$ cat config.mk
export PLATFORM = sky130hd
export DESIGN_NAME = i2c_master
export DESIGN_NICKNAME = d
export VERILOG_FILES = /design/src/common/eeprom_pkg.sv /design/src/i2c_master/i2c_master.sv
export VERILOG_INCLUDE_DIRS = /design/src /design/src/common
export SDC_FILE = /design/constraint.sdc
export NUM_CORES = 1
export LEC_CHECK = 0
export BUFFER_PORTS_ARGS = -buffer_cell sky130_fd_sc_hd__buf_2
export CAP_MARGIN = 40
export CORE_ASPECT_RATIO = 0.5
export CORE_MARGIN = 3
export CORE_UTILIZATION = 60
export DETAILED_ROUTE_END_ITERATION = 8
export PLACE_DENSITY = 0.83
export SKIP_CTS_REPAIR_TIMING = 1
export SLEW_MARGIN = 20
export SYNTH_ARGS = -nofsm -noshare
export SYNTH_HDL_FRONTEND = slang
export SYNTH_SLANG_ARGS = --single-unit
$ cat constraint.sdc
create_clock -name sda -period 6.3 [get_ports sda]
set_input_delay 0.945 -clock sda [delete_from_list [all_inputs] [get_ports sda]]
set_output_delay 0.945 -clock sda [all_outputs]
set_load 0.005 [all_outputs]
$ cat src/common/eeprom_settings.svh
`ifndef EEPROM_SETTINGS_SVH
`define EEPROM_SETTINGS_SVH

// system clocks per quarter of a serial bit
`define EEPROM_SCL_DIV 4

// byte address of three block bits plus the word address
`define EEPROM_ADDR_W 11

`define EEPROM_DEPTH 2048

// device-type nibble expected in the control byte
`define EEPROM_DEVICE_CODE 4'b1010

`endif

$ cat src/common/eeprom_pkg.sv
`include "eeprom_settings.svh"

package eeprom_pkg;

    typedef enum logic {
        OP_WRITE = 1'b0,
        OP_READ  = 1'b1
    } eeprom_op_e;

    typedef struct packed {
        eeprom_op_e                op;
        logic [3:0]                dev_type;
        logic [`EEPROM_ADDR_W-1:0] addr;
        logic [7:0]                wdata;
    } eeprom_cmd_t;

    typedef struct packed {
        logic [7:0] rdata;
        logic       ack_error;
    } eeprom_rsp_t;

    // one-cycle pulses seen after the synchronizer
    typedef struct packed {
        logic start;
        logic stop;
        logic clk_rise;
        logic clk_fall;
        logic data_bit;
    } bus_event_t;

    typedef enum logic [2:0] {
        M_IDLE,
        M_START,
        M_SEND_BYTE,
        M_GET_ACK,
        M_RESTART,
        M_GET_BYTE,
        M_SEND_NACK,
        M_STOP
    } master_state_e;

    typedef enum logic [2:0] {
        S_IDLE,
        S_CTRL,
        S_ADDR,
        S_WDATA,
        S_RDATA,
        S_ACK,
        S_WAIT_ACK
    } slave_state_e;

endpackage

$ cat src/i2c_master/i2c_master.sv
`timescale 1ns/1ps
`include "eeprom_settings.svh"

module i2c_master (
    input  logic                    sda,
    input  logic                    rst,
    input  logic                    cmd_valid,
    input  eeprom_pkg::eeprom_cmd_t cmd,
    output logic                    busy,
    output logic                    done,
    output eeprom_pkg::eeprom_rsp_t rsp,
    output logic                    clk_low,
    output logic                    data_low,
    input  logic                    data_in
);
    localparam int DIV_W = $clog2(`EEPROM_SCL_DIV + 1);

    eeprom_pkg::master_state_e state;
    eeprom_pkg::eeprom_cmd_t   cmd_q;
    logic [DIV_W-1:0] div_cnt;
    logic [1:0]       q;
    logic [2:0]       bit_cnt;
    logic [1:0]       phase;
    logic [7:0]       shreg;
    logic [7:0]       rx_byte;
    logic [6:0]       ctrl_base;
    logic             ack_err;
    logic             tick;
    logic             bit_clk_low;
    logic             clk_low_nxt;
    logic             data_low_nxt;

    assign tick        = (div_cnt == DIV_W'(`EEPROM_SCL_DIV - 1));
    assign ctrl_base   = {cmd_q.dev_type, cmd_q.addr[`EEPROM_ADDR_W-1:8]};
    // clock high in the middle two quarters of a bit
    assign bit_clk_low = (q == 2'd0) || (q == 2'd3);

    always_comb
    begin
        clk_low_nxt  = 1'b0;
        data_low_nxt = 1'b0;
        case (state)
            eeprom_pkg::M_START, eeprom_pkg::M_RESTART:
            begin
                clk_low_nxt  = bit_clk_low;
                data_low_nxt = q[1];
            end
            eeprom_pkg::M_SEND_BYTE:
            begin
                clk_low_nxt  = bit_clk_low;
                data_low_nxt = ~shreg[7];
            end
            eeprom_pkg::M_GET_ACK, eeprom_pkg::M_GET_BYTE, eeprom_pkg::M_SEND_NACK:
                clk_low_nxt = bit_clk_low;
            eeprom_pkg::M_STOP:
            begin
                // data rises while the clock is high
                clk_low_nxt  = (q == 2'd0);
                data_low_nxt = ~q[1];
            end
            default:
                clk_low_nxt = 1'b0;
        endcase
    end

    always_ff @(posedge sda)
    begin
        if (rst)
        begin
            state    <= eeprom_pkg::M_IDLE;
            busy     <= 1'b0;
            done     <= 1'b0;
            clk_low  <= 1'b0;
            data_low <= 1'b0;
            div_cnt  <= '0;
            q        <= 2'd0;
        end
        else
        begin
            done     <= 1'b0;
            clk_low  <= clk_low_nxt;
            data_low <= data_low_nxt;
            if (state == eeprom_pkg::M_IDLE)
            begin
                div_cnt <= '0;
                q       <= 2'd0;
                if (cmd_valid)
                begin
                    cmd_q   <= cmd;
                    rx_byte <= 8'h00;
                    ack_err <= 1'b0;
                    phase   <= 2'd0;
                    bit_cnt <= 3'd0;
                    busy    <= 1'b1;
                    state   <= eeprom_pkg::M_START;
                end
            end
            else if (!tick)
                div_cnt <= div_cnt + 1'b1;
            else
            begin
                div_cnt <= '0;
                q       <= q + 2'd1;
                // sample in the third quarter
                if (q == 2'd2 && state == eeprom_pkg::M_GET_ACK && data_in)
                    ack_err <= 1'b1;
                if (q == 2'd2 && state == eeprom_pkg::M_GET_BYTE)
                    rx_byte <= {rx_byte[6:0], data_in};
                if (q == 2'd3)
                begin
                    case (state)
                        eeprom_pkg::M_START:
                        begin
                            shreg <= {ctrl_base, 1'b0};
                            state <= eeprom_pkg::M_SEND_BYTE;
                        end
                        eeprom_pkg::M_RESTART:
                        begin
                            shreg <= {ctrl_base, 1'b1};
                            state <= eeprom_pkg::M_SEND_BYTE;
                        end
                        eeprom_pkg::M_SEND_BYTE:
                        begin
                            shreg   <= {shreg[6:0], 1'b0};
                            bit_cnt <= bit_cnt + 3'd1;
                            if (bit_cnt == 3'd7)
                                state <= eeprom_pkg::M_GET_ACK;
                        end
                        eeprom_pkg::M_GET_ACK:
                        begin
                            phase <= phase + 2'd1;
                            if (ack_err)
                                state <= eeprom_pkg::M_STOP;
                            else if (phase == 2'd0)
                            begin
                                shreg <= cmd_q.addr[7:0];
                                state <= eeprom_pkg::M_SEND_BYTE;
                            end
                            else if (phase == 2'd1 && cmd_q.op == eeprom_pkg::OP_READ)
                                state <= eeprom_pkg::M_RESTART;
                            else if (phase == 2'd1)
                            begin
                                shreg <= cmd_q.wdata;
                                state <= eeprom_pkg::M_SEND_BYTE;
                            end
                            else if (cmd_q.op == eeprom_pkg::OP_READ)
                                state <= eeprom_pkg::M_GET_BYTE;
                            else
                                state <= eeprom_pkg::M_STOP;
                        end
                        eeprom_pkg::M_GET_BYTE:
                        begin
                            bit_cnt <= bit_cnt + 3'd1;
                            if (bit_cnt == 3'd7)
                                state <= eeprom_pkg::M_SEND_NACK;
                        end
                        eeprom_pkg::M_SEND_NACK:
                            state <= eeprom_pkg::M_STOP;
                        default:
                        begin
                            state         <= eeprom_pkg::M_IDLE;
                            busy          <= 1'b0;
                            done          <= 1'b1;
                            rsp.rdata     <= ack_err ? 8'h00 : rx_byte;
                            rsp.ack_error <= ack_err;
                        end
                    endcase
                end
            end
        end
    end

endmodule

== Word-level counts from Yosys, hierarchy flattened ==
Index checks and enable logic that the tools add are counted.

* Register bits after elaboration: 67
* Input bits: 28
* Output and inout port bits: 13
* Word-level logic and storage cells: 121

* $add $sub $neg: 4
* Equality and inequality tests: 19
* Mux-type cells: 43
* Bitwise operators: 7
* Reduce and logical (&&, ||, !) cells: 30

{| class="wikitable"
|+ Operators by type and width
! cell !! count
|-
| $mux 8 || 8
|-
| $mux 3 || 15
|-
| $pmux 8 s4 || 1
|-
| $reduce_and 5->1 || 4
|-
| $eq 3x3->1 const B || 5
|-
| $pmux 3 s5 || 1
|-
| $mux 2 || 6
|-
| $reduce_and 4->1 || 3
|-
| $reduce_bool 2->1 || 6
|-
| $mux 1 || 10
|-
| $eq 3x2->1 const B || 3
|-
| $reduce_and 8->1 || 1
|-
| $not 1->1 || 7
|-
| $add 3x1->3 const B || 2
|-
| $ne 3x3->1 const B || 2
|-
| $reduce_or 2->1 || 3
|-
| $reduce_or 6->1 || 1
|-
| $add 2x1->2 const B || 2
|-
| $eq 2x2->1 const B || 2
|-
| $logic_and 1x1->1 || 4
|-
| $logic_not 2->1 || 2
|-
| $ne 2x2->1 const B || 2
|-
| $reduce_bool 4->1 || 1
|-
| $reduce_or 4->1 || 1
|-
| other kinds (11) || 11
|}

== Logic depth before layout (Yosys ltp) ==
Gate-level depths: netlist (run 1).

* Word-level depth: 9
* Mapped depth: 7
* Depth with buffers taken out: 6

== Worst setup path before layout (run 1) ==
Ideal clock, no wire load.

* Kind: input -> register
* From: input port cmd_valid
* To: register cmd_q[0] in the netlist's numbering, enable pin
* Setup time: 0.405 ns
* Data arrival time: 2.455 ns
* Data required time: 5.895 ns
* Setup slack: 3.440 ns
* Cell stages on the path: 2
* Path buffers: 0
* Cells stage by stage: or4b_4 -> nor2_1

* Word-level cells in the longest chain between the ends: 1

{| class="wikitable"
|+ Ends and longest elaborated chain
! what !! RTL line !! RTL
|-
| from (decl) || i2c_master.sv:7 || <nowiki>input logic cmd_valid,</nowiki>
|-
| $reduce_and 3->1 (no source line) || -- ||
|-
| to (signal assigned) || i2c_master.sv:89 || <nowiki>cmd_q <= cmd;</nowiki>
|-
| to (decl) || i2c_master.sv:19 || <nowiki>eeprom_pkg::eeprom_cmd_t cmd_q;</nowiki>
|}

Every way passes these cells.
A chain may end at the register's enable or synchronous reset.

== Worst setup path after layout (run 1) ==
* From: register state[2]
* To: register shreg[1], enable pin

* Word-level cells in the longest chain between the ends: 3
* Elaborated cells on any way between the ends: 11
* Those cells by class: eq/ne (7); bitwise (1); reduce/logical (3)

{| class="wikitable"
|+ Ends and longest elaborated chain
! what !! RTL line !! RTL
|-
| from (decl) || i2c_master.sv:18 || <nowiki>eeprom_pkg::master_state_e state;</nowiki>
|-
| from (signal assigned) || i2c_master.sv:70 || <nowiki>state <= eeprom_pkg::M_IDLE;</nowiki>
|-
| from (signal assigned) || i2c_master.sv:95 || <nowiki>state <= eeprom_pkg::M_START;</nowiki>
|-
| from (signal assigned) || i2c_master.sv:115 || <nowiki>state <= eeprom_pkg::M_SEND_BYTE;</nowiki>
|-
| $eq 3x2->1 (tied with other cells) || i2c_master.sv:111 || <nowiki>case (state)</nowiki>
|-
| $ne 3x3->1 (no source line) (tied with other cells) || -- ||
|-
| $reduce_and 8->1 (no source line) * || -- ||
|-
| to (signal assigned) || i2c_master.sv:114 || <nowiki>shreg <= {ctrl_base, 1'b0};</nowiki>
|-
| to (signal assigned) || i2c_master.sv:119 || <nowiki>shreg <= {ctrl_base, 1'b1};</nowiki>
|-
| to (signal assigned) || i2c_master.sv:124 || <nowiki>shreg <= {shreg[6:0], 1'b0};</nowiki>
|-
| to (decl) || i2c_master.sv:24 || <nowiki>logic [7:0] shreg;</nowiki>
|}

Mark *: on every way between the ends. The rest lies on a longest branch, timed or not.

==> results.py, run 1 <==
metrics = {
    "clock_tree": {
        "cts_root_buf": "clkbuf_8",
        "cts_num_sinks": 67,
        "cts_tree": "done",
        "cts.reportedPaths.clkPinSlew_ps": 70,
        "clkLatencyLatePin_ps": 340,
        "htree_levels": 3,
        "cts_buffers": 9,
        "cts_buffer_depth": 2,
    },
    "timing": {
        "min_period_ps": 2270,
        "skew_ps": 5.114,
        "finalWorstSetupSlack_ps": 4030,
        "worst_pin_slew_ps": 699.4,
        "setup_violations": 0,
        "maxSlewViolCount": 0,
        "rsz0062_at_grt": "false",
        "fin_crit_sh_pct": 36.03,
        "slew_headroom_pct": 53.31,
        "max_freq_ghz": 0.4406,
        "final.setup.tns_ps": 0,
        "finalHoldViolations": 0,
    },
    "routing": {
        "ant_nets": 0,
        "wirelength_mm": 4.660,
        "dr.pass1.iters": 4,
        "routedWlPerCell_um": 14.04,
        "drc_errors": 0,
        "vias_per_cell": 5.370,
        "drt_iter0_drc": 120,
        "vias": 1783,
    },
    "outcome": {
        "status": "finished, final reports clean",
    },
    "pwr": {
        "p_comb_share_pct": 7.5,
        "sw_frac_of_total_pct": 22.52,
        "switchingPower_uw": 206.7,
        "ir_drop_uv": 169.4,
        "seqPwrFrac_pct": 55.3,
        "p_leak_uw": 0.001253,
        "power_uw": 918.1,
        "internal-power_uw": 711.4,
        "clkPwrFrac_pct": 37.2,
        "p_per_area_nw_per_um2": 276.5,
    },
    "global_routing": {
        "grt_pass1_vias": 1585,
        "grt_usage_pct": 18.34,
        "grt_overflow": 0,
        "antenna_found_initial": 0,
        "grt_pass1_wl_mm": 7.486,
        "grt_max_degree": 30,
    },
    "synth": {
        "synth.distinct_cells": 37,
        "syn_area_per_cell_sq_um": 13.05,
        "synth_edf_count": 55,
        "postSynthNetCount": 255,
        "netlist.area_leader.share_pct": 58.07,
        "ys_seq_area_share_pct": 66.52,
        "synth_top_area_cell": "edfxtp_1",
        "synth.area.top_cells": "edfxtp_1 58%, dfxtp_1 8.4%, ha_1 4.0%",
        "synth_ff_type": "edfxtp_1",
        "netlist_area_sq_um": 2844,
        "yosysWarningCount": 0,
        "synth-async-reset-ratio_pct": 0,
        "ys_seq_elements": 67,
        "synthCells": 218,
    },
    "worst_setup_path": {
        "arrival_ps": 2310,
        "r2r_setup_slack_ps": 4030,
        "cp_cell_sequence": "nor3_4, inv_1, nand2_1, nor4b_2, buf_2",
        "path_class": "reg2reg",
        "worstPathRequired_ps": 6340,
        "crit_path_start": "state[2]",
        "worst_setup_path_end_kind": "flip-flop",
        "setup.worst_path.end": "shreg[1]",
        "cp_top_family": "flip-flops",
        "crit_path_start_kind": "flip-flop",
        "r2r_end": "shreg[1]",
        "r2r-start": "state[2]",
        "cp_slowest_cell": "dfxtp_1",
        "path_buf_inv": 2,
        "slowest_delay_ps": 770,
        "path_max_fanout": 20,
        "worst-path-stages": 5,
        "reg2reg_depth": 5,
    },
    "finish": {
        "fin_util_pct": 73.99,
        "nFillCells": 305,
        "regArea_sq_um": 1892,
        "final_cells": 332,
        "multi_input_area_sq_um": 880.8,
        "nets": 298,
        "n_antenna_cell": 0,
        "final_layout_size_suffix_gt1_share_pct": 24.81,
        "area_growth_syn_to_layout_pct": 16.76,
    },
    "placement": {
        "place_ws_ps": 3578,
        "place_inst": 314,
        "gp_congestion": 0.8164,
        "dpl.hpwl_mm": 3.131,
        "port_buffers": 40,
    },
    "job": {
        "max_cap_viol_count": 0,
    },
    "floorplan": {
        "initial_utilization_pct": 63.37,
        "die_h_um": 54.68,
        "rows": 17,
        "die_area_sq_um": 5652,
        "ioPinCount": 41,
        "fp.dieW_um": 103.4,
        "coreArea_sq_um": 4488,
    },
    "worst_hold_path": {
        "hold_class": "reg2reg",
    },
}
-- flip-flops by register name, indices dropped and copies added, names as in the netlist --
signal	count
phase	2
data_low	1
shreg	8
ack_err	1
state	3
busy	1
done	1
div_cnt	3
clk_low	1
rx_byte	8
cmd_q	24
q	2
bit_cnt	3
rsp	9
-- through the flow --
step	area [sq um]	hold slack, ps
floorplan	2844	407.2
global placement	3082	417.1
detailed placement	3107	432.6
CTS	3301	445.8
global route	3321	463.3
finish	3321	456.2
-- layout by cell type, fill, tap and decap left out, types with 2 or more instances in the layout --
master | netlist | routed
and2_1 | 11 | 11
nand2_1 | 18 | 18
nand2b_1 | 2 | 2
buf_8 | 0 | 2
ha_1 | 9 | 9
o21ai_0 | 18 | 18
nand3b_1 | 2 | 2
clkinvlp_4 | 0 | 2
nor4_1 | 3 | 3
clkinv_4 | 0 | 2
nor2_1 | 12 | 11
dfxtp_1 | 12 | 12
mux2i_1 | 10 | 10
nor3_1 | 9 | 9
a21oi_1 | 7 | 7
inv_1 | 7 | 7
a211oi_1 | 2 | 2
edfxtp_1 | 55 | 55
buf_2 | 4 | 43
clkbuf_8 | 0 | 9
nor2b_1 | 9 | 9
-- logic make-up after synthesis --
family / count (synthesis) / share of synthesized area, %
buffers and inverters: 20 / 2.816
xor gates and xnor gates: 2 / 0.6160
and+or+nand+nor: 75 / 14.52
DFF: 67 / 66.52
muxes: 10 / 3.520
adders and majority gates: 9 / 3.960
AOI/OAI and AO/OA: 35 / 8.051
-- worst min path at each step --
stage	slack [ps]	startpoint	to	depth (start not counted)
2_1_floorplan	410	div_cnt[0]	div_cnt[0]	1
3_3_place_gp	420	div_cnt[0]	div_cnt[0]	1
3_5_place_dp	430	div_cnt[0]	div_cnt[0]	1
4_1_cts	450	div_cnt[0]	div_cnt[0]	1
5_1_grt	460	div_cnt[0]	div_cnt[0]	1
6_report	460	div_cnt[0]	div_cnt[0]	1
-- area by class of cell --
cell class	count	area share (%)
well taps	66	2.487
clock buffers	10	3.843
inverters	7	0.7913
multi-input cells	131	26.53
clock inverters	6	1.997
repair buffers	45	7.385
flip-flops and latches	67	56.97
-- power by group through the flow --
stage | Combinational, uW | Clock [uW] | Sequential, uW
CTS | 62.7 | 349 | 512
global route | 77.8 | 370 | 509
detailed placement | 62.1 | 0 | 521
global placement | 57.2 | 0 | 520
finish | 69.0 | 342 | 507
floorplan | 47.9 | 0 | 512
-- routing by layer --
layer  global-route usage (%)  part of all wire [%]  routed length, um
met5                        0                     0                  0
met4                    8.387                   1.9                 87
met2                    29.32                    48               2260
met3                    7.379                   6.8                315
met1                    22.18                    43               1996
-- synthesized netlist by cell type (2+ instances only) --
| master | n |
|---|---|
| buf_2 | 4 |
| nor3_1 | 9 |
| nor4b_1 | 2 |
| mux2i_1 | 10 |
| nor2_1 | 12 |
| a211oi_1 | 2 |
| dfxtp_1 | 12 |
| nor4_1 | 3 |
| clkbuf_1 | 7 |
| a21oi_1 | 7 |
| buf_1 | 2 |
| o21ai_0 | 18 |
| nand3b_1 | 2 |
| inv_1 | 7 |
| and2_1 | 11 |
| nor2b_1 | 9 |
| ha_1 | 9 |
| edfxtp_1 | 55 |
| nand2_1 | 18 |
| nand2b_1 | 2 |
-- worst reg2reg max path: stages (launching register included) --
cell     delay, ps
dfxtp_1        770
nor3_4         190
inv_1          300
nand2_1        120
nor4b_2        330
buf_2          260
Power figures use the tool's default switching activity.
==> inputs of run 2 (changes only) <==
Settings changed: CORE_UTILIZATION 60 to 56, PLACE_DENSITY 0.83 to 0.78.
Clock period 6.3 ns to 2.16 ns, I/O delays scaled along.
==> results.py, run 2 (same netlist as run 1, synthesis figures left out) <==
metrics = {
    "worst_setup_path": {
        "worstPathRequired_ps": 2150,
        "cpMostUsedCell": "ha_1",
        "path_class": "reg2reg",
        "r2r_setup_slack_ps": 200,
        "path_max_fanout": 7,
        "path_buf_inv": 0,
        "slowest_delay_ps": 400,
        "cp_top_family": "simple AND/OR/NAND/NOR gates",
        "arrival_ps": 1940,
        "cp_slowest_cell": "nor4_1",
        "worst_setup_path_end_kind": "flip-flop",
        "crit_path_start_kind": "flip-flop",
        "cp_cell_sequence": "ha_1, ha_1, nand2_1, o21a_4, nor4_1",
    },
    "clock_tree": {
        "cts_tree": "done",
        "htree_levels": 3,
        "cts_buffers": 9,
        "clkLatencyLatePin_ps": 340,
        "cts_root_buf": "clkbuf_8",
        "cts_num_sinks": 67,
        "cts_buffer_depth": 2,
        "cts.reportedPaths.clkPinSlew_ps": 70,
    },
    "placement": {
        "place_inst": 321,
        "gp_congestion": 0.7604,
        "port_buffers": 40,
        "dpl.hpwl_mm": 3.168,
    },
    "finish": {
        "nFillCells": 333,
        "final_cells": 337,
        "multi_input_area_sq_um": 880.8,
        "regArea_sq_um": 1892,
        "n_antenna_cell": 0,
        "final_cell_mix": "55 x edfxtp_1, 40 x buf_2, 18 x nand2_1, 18 x o21ai_0, 12 x dfxtp_1",
        "nets": 303,
        "largest_reg_flops": 24,
        "regMostFlops": "cmd_q",
        "area_growth_syn_to_layout_pct": 17.82,
        "final_common_cell": "edfxtp_1",
        "largestRegisters": "cmd_q x24, rsp x9",
        "final_layout_size_suffix_gt1_share_pct": 26.57,
    },
    "timing": {
        "skew_ps": 8.179,
        "rsz0062_at_grt": "false",
        "setup_violations": 0,
        "worst_pin_slew_ps": 445.2,
        "hold_ws_ps": 157.1,
        "max_freq_ghz": 0.5112,
        "maxSlewViolCount": 0,
        "min_period_ps": 1956,
        "slew_headroom_pct": 70.05,
        "final.setup.tns_ps": 0,
        "fin_crit_sh_pct": 90.56,
        "finalHoldViolations": 0,
    },
    "global_routing": {
        "grt_pass1_wl_mm": 8.162,
        "grt_usage_pct": 17.80,
        "grt_overflow": 0,
        "antenna_found_initial": 0,
        "grt_pass1_vias": 1766,
        "grt_max_degree": 25,
    },
    "job": {
        "max_cap_viol_count": 0,
    },
    "floorplan": {
        "die_h_um": 56.39,
        "coreArea_sq_um": 4637,
        "fp.dieW_um": 106.8,
        "initial_utilization_pct": 61.33,
        "rows": 17,
        "die_area_sq_um": 6021,
        "ioPinCount": 41,
    },
    "routing": {
        "routedWlPerCell_um": 13.82,
        "vias_per_cell": 5.223,
        "ant_nets": 0,
        "dr.pass1.iters": 4,
        "drc_errors": 0,
        "vias": 1760,
        "wirelength_mm": 4.657,
        "drt_iter0_drc": 104,
    },
    "pwr": {
        "p_leak_uw": 0.001272,
        "ir_drop_uv": 585.0,
        "p_per_area_nw_per_um2": 797.7,
    },
    "outcome": {
        "status": "finished, final reports clean",
    },
    "worst_hold_path": {
        "hold_class": "in2reg",
    },
}
==> run 2: cell types whose count changed in the layout (fill, tap and decap cells not counted) <==
| cell | before | now |
|---|---|---|
| buf_2 | 43 | 40 |
| buf_4 | 0 | 10 |
| buf_8 | 2 | 0 |
| clkinv_1 | 1 | 0 |
| clkinv_2 | 0 | 1 |
| clkinv_4 | 2 | 1 |
| clkinvlp_4 | 2 | 3 |
==> run 2: path summary, 6_finish.rpt <==
kind | start | cells after the start | to
worst min register to register | div_cnt[0] | 1 | div_cnt[0]
worst max register to register | div_cnt[0] | 5 | phase[1]
worst min-delay path | cmd[22] | 1 | cmd_q[22]
worst max-delay path | div_cnt[0] | 5 | phase[1]
==> run 2: through the flow <==
step | setup slack, ps | utilization [%] | total power [uW] | cell area, sq um
detailed placement | 228.1 | 68.08 | 1706 | 3157
floorplan | 88.24 | - | 1635 | 2853
finish | 203.8 | 72.26 | 2673 | 3351
CTS | 215.2 | 72.26 | 2694 | 3351
global placement | 363.8 | 68.08 | 1697 | 3157
global route | 68.06 | 72.26 | 2800 | 3351
==> run 2: worst reg2reg max path, cell delays in order (launching register included) <==
cell and delay, ps:
dfxtp_1 340, ha_1 150, ha_1 330, nand2_1 140
o21a_4 240, nor4_1 400
==> run 2: layout make-up <==
cell class / count / share of cell area, %
timing repair buffer: 50 / 8.215
multi-input combinational: 131 / 26.29
tap: 66 / 2.465
inverter: 7 / 0.7842
clock buffer: 10 / 3.809
sequential: 67 / 56.46
clock inverter: 6 / 1.979
==> run 2: routing by layer <==
layer | GRT usage, % | share of wire, % | up-vias
li1 | - | - | 884
met1 | 22.77 | 45 | 814
met2 | 27.55 | 47 | 55
met3 | 6.315 | 7.0 | 7
met4 | 7.832 | 1.1 | 0
met5 | 0 | 0 | -
==> run 2: power breakdown <==
part / leakage [uW] / switching, uW / internal [uW]
Sequential: 0.000611 / 20.4 / 1450
Clock: 0.0000885 / 464 / 532
Combinational: 0.000573 / 116 / 86.5
Total: 0.00127 / 600 / 2070
